### src/logic/mbtrain_pkg.sv
`default_nettype none

package mbtrain_pkg;

	localparam int NUM_STEPS   = 13;
	localparam int STEP_W      = 4;
	localparam int SPEED_W     = 3;
	localparam int LANE_HALVES = 2;
	localparam int RESOLVE_W   = 2;
	localparam int MUX_W       = 3;

	// values are the sideband substate codes
	typedef enum logic [STEP_W-1:0] {
		ST_VALVREF            = 4'd0,
		ST_DATAVREF           = 4'd1,
		ST_SPEED_IDLE         = 4'd2,
		ST_TX_SELF_CAL        = 4'd3,
		ST_RX_CLK_CAL         = 4'd4,
		ST_VAL_TRAIN_CENTER   = 4'd5,
		ST_VAL_TRAIN_VREF     = 4'd6,
		ST_DATA_TRAIN_CENTER1 = 4'd7,
		ST_DATA_TRAIN_VREF    = 4'd8,
		ST_RX_DESKEW          = 4'd9,
		ST_DATA_TRAIN_CENTER2 = 4'd10,
		ST_LINK_SPEED         = 4'd11,
		ST_REPAIR             = 4'd12
	} step_e;

	typedef enum logic [1:0] {
		SEQ_IDLE,
		SEQ_RUN,
		SEQ_DRAIN,
		SEQ_FINISH
	} seq_state_e;

	// pattern generator / detector select
	typedef enum logic [MUX_W-1:0] {
		MUX_VREF_CAL     = 3'd0,
		MUX_SELF_CAL     = 3'd1,
		MUX_LINK_SPEED   = 3'd2,
		MUX_REPAIR       = 3'd3,
		MUX_TRAIN_CENTER = 3'd4,
		MUX_RX_CAL       = 3'd5
	} mux_sel_e;

	// outcome of the retrain resolution
	typedef enum logic [RESOLVE_W-1:0] {
		RES_FULL     = 2'd0,
		RES_SELF_CAL = 2'd1,
		RES_REPAIR   = 2'd2,
		RES_DEGRADE  = 2'd3
	} resolve_e;

	function automatic mux_sel_e step_mux(input step_e s);
		case (s)
			ST_SPEED_IDLE, ST_TX_SELF_CAL:                     return MUX_SELF_CAL;
			ST_RX_CLK_CAL, ST_RX_DESKEW:                       return MUX_RX_CAL;
			ST_VAL_TRAIN_CENTER, ST_DATA_TRAIN_CENTER1,
			ST_DATA_TRAIN_CENTER2:                             return MUX_TRAIN_CENTER;
			ST_LINK_SPEED:                                     return MUX_LINK_SPEED;
			ST_REPAIR:                                         return MUX_REPAIR;
			default:                                           return MUX_VREF_CAL;
		endcase
	endfunction

	// high when the valid lane is under test rather than the mainband
	function automatic logic step_valtest(input step_e s);
		return (s == ST_VALVREF) || (s == ST_VAL_TRAIN_CENTER) || (s == ST_VAL_TRAIN_VREF);
	endfunction

endpackage

`default_nettype wire

### src/logic/mbtrain_step_if.sv
`default_nettype none

interface mbtrain_step_if
	import mbtrain_pkg::*;
();

	// substate entered at this edge, step is valid with it
	logic  enter;
	step_e step;
	// current enable must drop
	logic  leave;
	// full training start and speed decrement
	logic  start;
	logic  degrade;
	// link speed and repair completion
	logic  ls_exit;
	logic  rp_exit;
	// end of training, retrain qualifies finish
	logic  finish;
	logic  retrain;
	logic  restart;

	modport source (
		output enter, step, leave, start, degrade, ls_exit, rp_exit, finish, retrain, restart
	);

	modport sink (
		input enter, step, leave, start, degrade, ls_exit, rp_exit, finish, retrain, restart
	);

endinterface

`default_nettype wire

### src/logic/mbtrain_sequencer.sv
`default_nettype none

module mbtrain_sequencer
	import mbtrain_pkg::*;
(
	input  logic                 clk,
	input  logic                 rst_n,
	input  logic                 i_en,
	input  resolve_e             i_resolved,
	input  logic [NUM_STEPS-1:0] i_step_ack,
	input  logic                 i_retrain_req,
	input  logic                 i_error_req,
	input  logic                 i_degrade_req,
	mbtrain_step_if.source       ev
);

	seq_state_e state_q;
	seq_state_e state_d;
	step_e      step_q;
	step_e      step_d;
	logic       ack;

	// acknowledge of the substate in progress
	assign ack = i_step_ack[step_q];

	always_ff @(posedge clk or negedge rst_n) begin
		if (!rst_n) begin
			state_q <= SEQ_IDLE;
			step_q  <= ST_VALVREF;
		end else begin
			state_q <= state_d;
			step_q  <= step_d;
		end
	end

	always_comb begin
		state_d    = state_q;
		step_d     = step_q;
		ev.enter   = 1'b0;
		ev.leave   = 1'b0;
		ev.start   = 1'b0;
		ev.degrade = 1'b0;
		ev.ls_exit = 1'b0;
		ev.rp_exit = 1'b0;
		ev.finish  = 1'b0;
		ev.retrain = 1'b0;
		ev.restart = 1'b0;
		case (state_q)
			SEQ_IDLE: begin
				if (i_en) begin
					state_d  = SEQ_RUN;
					ev.enter = 1'b1;
					// entry point follows the resolved retrain state
					case (i_resolved)
						RES_SELF_CAL: step_d = ST_TX_SELF_CAL;
						RES_REPAIR:   step_d = ST_REPAIR;
						RES_DEGRADE: begin
							step_d     = ST_SPEED_IDLE;
							ev.degrade = 1'b1;
						end
						default: begin
							step_d   = ST_VALVREF;
							ev.start = 1'b1;
						end
					endcase
				end
			end
			SEQ_RUN: begin
				if (ack) begin
					ev.leave = 1'b1;
					if (step_q == ST_LINK_SPEED) begin
						ev.ls_exit = 1'b1;
						if (i_retrain_req) begin
							state_d    = SEQ_FINISH;
							ev.finish  = 1'b1;
							ev.retrain = 1'b1;
						end else if (i_error_req && i_degrade_req) begin
							step_d     = ST_SPEED_IDLE;
							ev.enter   = 1'b1;
							ev.degrade = 1'b1;
						end else if (i_error_req) begin
							step_d   = ST_REPAIR;
							ev.enter = 1'b1;
						end else begin
							state_d   = SEQ_FINISH;
							ev.finish = 1'b1;
						end
					end else if (step_q == ST_REPAIR) begin
						// lanes changed, so calibrate again
						ev.rp_exit = 1'b1;
						step_d     = ST_TX_SELF_CAL;
						ev.enter   = 1'b1;
					end else begin
						state_d = SEQ_DRAIN;
					end
				end
			end
			SEQ_DRAIN: begin
				// training chain is in code order up to link speed
				if (!ack) begin
					state_d  = SEQ_RUN;
					step_d   = step_e'(step_q + STEP_W'(1));
					ev.enter = 1'b1;
				end
			end
			default: begin
				if (!i_en) begin
					state_d    = SEQ_IDLE;
					ev.restart = 1'b1;
				end
			end
		endcase
		ev.step = step_d;
	end

	a_step_in_range: assert property (@(posedge clk) disable iff (!rst_n)
		(state_q inside {SEQ_RUN, SEQ_DRAIN}) |-> (int'(step_q) < NUM_STEPS));

endmodule

`default_nettype wire

### src/logic/mbtrain_step_driver.sv
`default_nettype none

module mbtrain_step_driver
	import mbtrain_pkg::*;
(
	input  logic                 clk,
	input  logic                 rst_n,
	mbtrain_step_if.sink         ev,
	output logic [NUM_STEPS-1:0] o_step_en,
	output step_e                o_sideband_substate,
	output mux_sel_e             o_mux_sel,
	output logic                 o_valtest,
	output logic                 o_phyretrain_en,
	output logic                 o_mbtrain_ack
);

	logic finish_q;
	logic restart_q;

	// enter overrides leave, link speed and repair hand over in one edge
	always_ff @(posedge clk or negedge rst_n) begin
		if (!rst_n) begin
			o_step_en <= '0;
		end else if (ev.enter) begin
			o_step_en <= NUM_STEPS'(1) << ev.step;
		end else if (ev.leave) begin
			o_step_en <= '0;
		end
	end

	always_ff @(posedge clk) begin
		if (ev.enter) begin
			o_sideband_substate <= ev.step;
			o_mux_sel           <= step_mux(ev.step);
			o_valtest           <= step_valtest(ev.step);
		end else if (ev.finish) begin
			o_sideband_substate <= ST_VALVREF;
		end
	end

	// done follows finish by one edge, cleared one edge into idle
	always_ff @(posedge clk or negedge rst_n) begin
		if (!rst_n) begin
			finish_q        <= 1'b0;
			restart_q       <= 1'b0;
			o_mbtrain_ack   <= 1'b0;
			o_phyretrain_en <= 1'b0;
		end else begin
			finish_q  <= ev.finish;
			restart_q <= ev.restart;
			if (restart_q) begin
				o_mbtrain_ack   <= 1'b0;
				o_phyretrain_en <= 1'b0;
			end else begin
				if (finish_q) begin
					o_mbtrain_ack <= 1'b1;
				end
				if (ev.finish) begin
					o_phyretrain_en <= ev.retrain;
				end
			end
		end
	end

	a_en_onehot: assert property (@(posedge clk) disable iff (!rst_n)
		$onehot0(o_step_en));

endmodule

`default_nettype wire

### src/logic/mbtrain_link_tracker.sv
`default_nettype none

module mbtrain_link_tracker
	import mbtrain_pkg::*;
(
	input  logic                   clk,
	input  logic                   rst_n,
	mbtrain_step_if.sink           ev,
	input  logic [SPEED_W-1:0]     i_highest_speed,
	input  logic [LANE_HALVES-1:0] i_init_tx_lanes,
	input  logic [LANE_HALVES-1:0] i_init_rx_lanes,
	input  logic [LANE_HALVES-1:0] i_ls_tx_lanes,
	input  logic [LANE_HALVES-1:0] i_rp_rx_lanes,
	output logic [SPEED_W-1:0]     o_speed,
	output logic [LANE_HALVES-1:0] o_tx_lanes,
	output logic [LANE_HALVES-1:0] o_rx_lanes
);

	// operating speed, one step down per degrade
	always_ff @(posedge clk or negedge rst_n) begin
		if (!rst_n) begin
			o_speed <= '0;
		end else if (ev.start) begin
			o_speed <= i_highest_speed;
		end else if (ev.degrade) begin
			o_speed <= o_speed - SPEED_W'(1);
		end
	end

	// tx halves are final after link speed, an all-zero result keeps the old mask
	always_ff @(posedge clk or negedge rst_n) begin
		if (!rst_n) begin
			o_tx_lanes <= '0;
		end else if (ev.start) begin
			o_tx_lanes <= i_init_tx_lanes;
		end else if (ev.ls_exit && (|i_ls_tx_lanes)) begin
			o_tx_lanes <= i_ls_tx_lanes;
		end
	end

	always_ff @(posedge clk or negedge rst_n) begin
		if (!rst_n) begin
			o_rx_lanes <= '0;
		end else if (ev.start) begin
			o_rx_lanes <= i_init_rx_lanes;
		end else if (ev.rp_exit) begin
			o_rx_lanes <= i_rp_rx_lanes;
		end
	end

	a_no_degrade_at_zero: assert property (@(posedge clk) disable iff (!rst_n)
		ev.degrade |-> (o_speed != '0));

endmodule

`default_nettype wire

### src/logic/mbtrain_top.sv
`default_nettype none

module mbtrain_top
	import mbtrain_pkg::*;
(
	input  logic                   clk,
	input  logic                   rst_n,
	input  logic                   i_en,
	input  logic [RESOLVE_W-1:0]   i_phyretrain_resolved_state,
	input  logic [NUM_STEPS-1:0]   i_step_ack,
	input  logic                   i_retrain_req,
	input  logic                   i_error_req,
	input  logic                   i_degrade_req,
	input  logic [SPEED_W-1:0]     i_highest_speed,
	input  logic [LANE_HALVES-1:0] i_init_tx_lanes,
	input  logic [LANE_HALVES-1:0] i_init_rx_lanes,
	input  logic [LANE_HALVES-1:0] i_ls_tx_lanes,
	input  logic [LANE_HALVES-1:0] i_rp_rx_lanes,
	output logic [NUM_STEPS-1:0]   o_step_en,
	output logic [STEP_W-1:0]      o_sideband_substate,
	output logic [MUX_W-1:0]       o_mux_sel,
	output logic                   o_valtest,
	output logic                   o_phyretrain_en,
	output logic                   o_mbtrain_ack,
	output logic [SPEED_W-1:0]     o_speed,
	output logic [LANE_HALVES-1:0] o_tx_lanes,
	output logic [LANE_HALVES-1:0] o_rx_lanes
);

	step_e    sideband;
	mux_sel_e mux_sel;

	mbtrain_step_if step_if ();

	mbtrain_sequencer sequencer_i (
		.clk           (clk),
		.rst_n         (rst_n),
		.i_en          (i_en),
		.i_resolved    (resolve_e'(i_phyretrain_resolved_state)),
		.i_step_ack    (i_step_ack),
		.i_retrain_req (i_retrain_req),
		.i_error_req   (i_error_req),
		.i_degrade_req (i_degrade_req),
		.ev            (step_if.source)
	);

	mbtrain_step_driver step_driver_i (
		.clk                 (clk),
		.rst_n               (rst_n),
		.ev                  (step_if.sink),
		.o_step_en           (o_step_en),
		.o_sideband_substate (sideband),
		.o_mux_sel           (mux_sel),
		.o_valtest           (o_valtest),
		.o_phyretrain_en     (o_phyretrain_en),
		.o_mbtrain_ack       (o_mbtrain_ack)
	);

	// sideband and pattern select leave as plain codes
	assign o_sideband_substate = sideband;
	assign o_mux_sel           = mux_sel;

	mbtrain_link_tracker link_tracker_i (
		.clk             (clk),
		.rst_n           (rst_n),
		.ev              (step_if.sink),
		.i_highest_speed (i_highest_speed),
		.i_init_tx_lanes (i_init_tx_lanes),
		.i_init_rx_lanes (i_init_rx_lanes),
		.i_ls_tx_lanes   (i_ls_tx_lanes),
		.i_rp_rx_lanes   (i_rp_rx_lanes),
		.o_speed         (o_speed),
		.o_tx_lanes      (o_tx_lanes),
		.o_rx_lanes      (o_rx_lanes)
	);

endmodule

`default_nettype wire

### config.mk
export PLATFORM = sky130hd
export DESIGN_NAME = mbtrain_top
export DESIGN_NICKNAME = d
export VERILOG_FILES = /design/src/logic/mbtrain_pkg.sv /design/src/logic/mbtrain_step_if.sv /design/src/logic/mbtrain_sequencer.sv /design/src/logic/mbtrain_step_driver.sv /design/src/logic/mbtrain_link_tracker.sv /design/src/logic/mbtrain_top.sv
export SDC_FILE = /design/constraint.sdc
export NUM_CORES = 1
export LEC_CHECK = 0
export BUFFER_PORTS_ARGS = -buffer_cell sky130_fd_sc_hd__buf_2
export CORE_ASPECT_RATIO = 1.75
export CORE_MARGIN = 2
export CORE_UTILIZATION = 46
export CTS_CLUSTER_SIZE = 16
export DETAILED_ROUTE_END_ITERATION = 6
export GPL_TIMING_DRIVEN = 0
export PLACE_DENSITY = 0.71
export SLEW_MARGIN = 0
export SYNTH_ARGS = -nofsm -noshare
export SYNTH_HDL_FRONTEND = slang
export SYNTH_SLANG_ARGS = --single-unit
### constraint.sdc
create_clock -name clk -period 3.7 [get_ports clk]
set_input_delay 0.185 -clock clk [delete_from_list [all_inputs] [get_ports clk]]
set_output_delay 0.185 -clock clk [all_outputs]
set_load 0.01 [all_outputs]
==> flow_summary.yaml <==
finish:
  finalNetCount: 352
  seqCellArea_sq_um: 991
  final_common_cell: "buf_2"
  layout_common_cells: "64 x buf_2, 30 x dfrtp_1, 26 x nand2_1"
  antenna_cells: 0
  nFillCells: 472
  drive_gt1_share_pct: 28.8
  multiInputGateArea_sq_um: 1230
  fin_util_pct: 57.2
  areaGrowthSynthToFinish_pct: 19.9
  fin_cells: 367
grt:
  grt_use_total_pct: 21.3
  grt_pass1_vias: 2169
  antenna_found_initial: 0
  grt-ovfl-total: 0
  grt_max_degree: 31
  grt_pass1_wl_um: 9650
sta:
  fin_tns_setup_ns: 0
  fin_crit_sh_pct: 84.7
  fin_ws_ns: 0.564
  whs_ns: 0.104
  slew_headroom_pct: 56.7
  final-max-slew-violation-count: 0
  fmax_ghz: 0.319
  hold_violations: 0
  fin_skew_ns: 0.00899
  grt_setup_unrepaired: "false"
  worstMarginPinSlew_ns: 0.650
  setup_viol: 0
  post-route-min-period_ns: 3.14
placement:
  gp_congestion: 0.884
  dpl_worst_slack_ns: 0.625
  port_buffers: 61
  place_hpwl_um: 4380
  dp.cells: 358
worst_setup_path:
  worstSetupStartpointType: "flip-flop"
  cp.arrival_ns: 3.36
  end_kind: "flip-flop"
  cp_max_fo: 10
  worstSetupPathType: "flip-flop to flip-flop"
  cp.required_ns: 3.92
clocking:
  cts.sinks: 38
  clk_pin_slew_ns: 0.08
  cts-root-buf: "clkbuf_8"
  clock_latency_ns: 0.28
  cts_tree: "done"
  ctsLongestPathBuffers: 2
  numCtsBuffers: 5
  cts_resized: 0
  htreeDepth: 2
synthesis:
  synthSimpleGateAreaFrac_pct: 17.0
  syn_avg_cell_area_sq_um: 9.69
  synth-compound-area-share_pct: 22.4
  synth_area_sq_um: 2350
  ys_types: 60
  synth_edf_count: 8
  synth-xor-area-share_pct: 1.49
  seq_area_frac_synth_pct: 42.1
  synth.area.mux_share_pct: 7.39
  synth_seq_cells: 38
  synth_fa_ha_area_share_pct: 4.25
  synth_top_family_by_area: "compound AO/OA/AOI/OAI gates"
  synth_top_flop_cell: "dfrtp_1"
  synthesis.nets: 283
  synthArstFlopShare_pct: 78.9
  synth_cells: 243
  ys.warnings.count: 0
route:
  viasPerCell: 5.86
  drt-initial-drc-count: 62
  wl_met3_um: 334
  drc: 0
  firstDrtPassIters: 4
  wirelength_met1_um: 2280
  drtAntennaViolNets: 0
  num_vias: 2150
  wire_per_inst_um: 15.5
  wl_um: 5690
  dr_wl_met2_um: 2880
  top_layer: "met4"
die:
  die_w_um: 58.1
  core_sq_um: 4930
  rows: 34
  die_h_um: 98.6
  die_area_sq_um: 5730
  start_util_pct: 47.7
  pin_count: 62
job:
  drv_cap: 0
hold_path:
  hp-class: "primary input to flip-flop"
power_and_ir_drop:
  p_leak_nw: 1.33
  powerDensity_nw_per_um2: 787
  ir_drop_v: 0.000730
run_status:
  status: "completed"
==> final timing paths <==
check                                         from                            to  slack, ns  cells past startpoint
max in group asynchronous                    rst_n    step_driver_i.o_step_en[3]       2.80                      2
min in group asynchronous                    rst_n     link_tracker_i.o_speed[0]       0.47                      2
hold / removal                  i_init_tx_lanes[1]  link_tracker_i.o_tx_lanes[1]       0.10                      3
hold reg to reg            step_driver_i.restart_q   step_driver_i.o_mbtrain_ack       0.43                      1
setup / recovery             sequencer_i.step_q[2]    step_driver_i.o_step_en[7]       0.56                     10
setup reg to reg             sequencer_i.step_q[2]    step_driver_i.o_step_en[7]       0.56                     10
==> state kept, by name (all words and copies together), names as in the netlist, 2 cells and up <==
signal and cells:
step_driver_i.o_step_en 13, sequencer_i.step_q 4, step_driver_i.o_sideband_substate 4, link_tracker_i.o_speed 3, step_driver_i.o_mux_sel 3, link_tracker_i.o_rx_lanes 2
link_tracker_i.o_tx_lanes 2, sequencer_i.state_q 2
==> layout make-up <==
| cell class | instances | area share [%] |
|---|---|---|
| plain buffers | 15 | 2.53 |
| clock buffers | 5 | 2.44 |
| clock inverters | 3 | 0.576 |
| inverters | 15 | 2.00 |
| multi-input cells | 175 | 43.8 |
| flip-flops and latches | 38 | 35.1 |
| well taps | 54 | 2.39 |
| repair buffers | 62 | 11.2 |
==> where the power goes <==
part / leakage [nW] / switching [mW] / internal, mW
clock network: 0.0416 / 0.147 / 0.129
logic: 0.808 / 0.762 / 0.498
registers: 0.476 / 0.0941 / 0.591
==> timing repair <==
action / 4_1_cts / 5_1_grt
hold endpoints to repair: 30 / 0
buffers inserted: 0 / 0
hold buffers: 1 / 0
==> worst max-delay path, cell delays in order (launching register included) <==
cell       delay, ns
dfrtp_1         0.43
clkbuf_1        0.24
or2_1           0.32
o221ai_4        0.27
mux2i_4         0.13
a221oi_1        0.31
a2bb2oi_2       0.42
inv_2           0.17
nor2_1          0.31
buf_2           0.28
a22o_1          0.18
==> metal layers <==
layer	vias to the layer above	track usage (%)
met5	-	0
met4	0	10.0
met3	16	3.94
met2	77	36.4
met1	1035	25.1
li1	1022	-
==> kinds of logic after synthesis <==
logic type,after synthesis
AOI/OAI and AO/OA,68
xor gates and xnor gates,4
adders and majority gates,8
buffers and inverters,30
DFF,38
muxes,14
and+or+nand+nor,81
==> cells in the mapped netlist (3+ instances only) <==
library cell,count,area [sq um]
a211oi_1,3,22.5
a21oi_1,8,40.0
a22o_1,11,96.3
and3_1,5,31.3
buf_2,3,15.0
buf_4,3,22.5
clkbuf_1,8,30.0
dfrtp_1,30,751
edfxtp_1,8,240
ha_1,8,100
inv_1,12,45.0
inv_2,3,11.3
mux2_2,5,56.3
mux2i_1,5,50.1
nand2_1,26,97.6
nand3_1,3,15.0
nor2_1,20,75.1
nor2b_1,3,18.8
nor3_1,6,30.0
o211ai_1,4,30.0
o21ai_0,9,45.0
o21ai_1,6,30.0
xnor2_1,3,26.3
==> stage by stage <==
step	area (sq um)	total power, mW
2_1_floorplan	2350	1.59
3_3_place_gp	2730	1.92
3_5_place_dp	2730	1.94
4_1_cts	2820	2.23
5_1_grt	2820	2.40
6_report	2820	2.22
(Power assumes the default switching activity.)
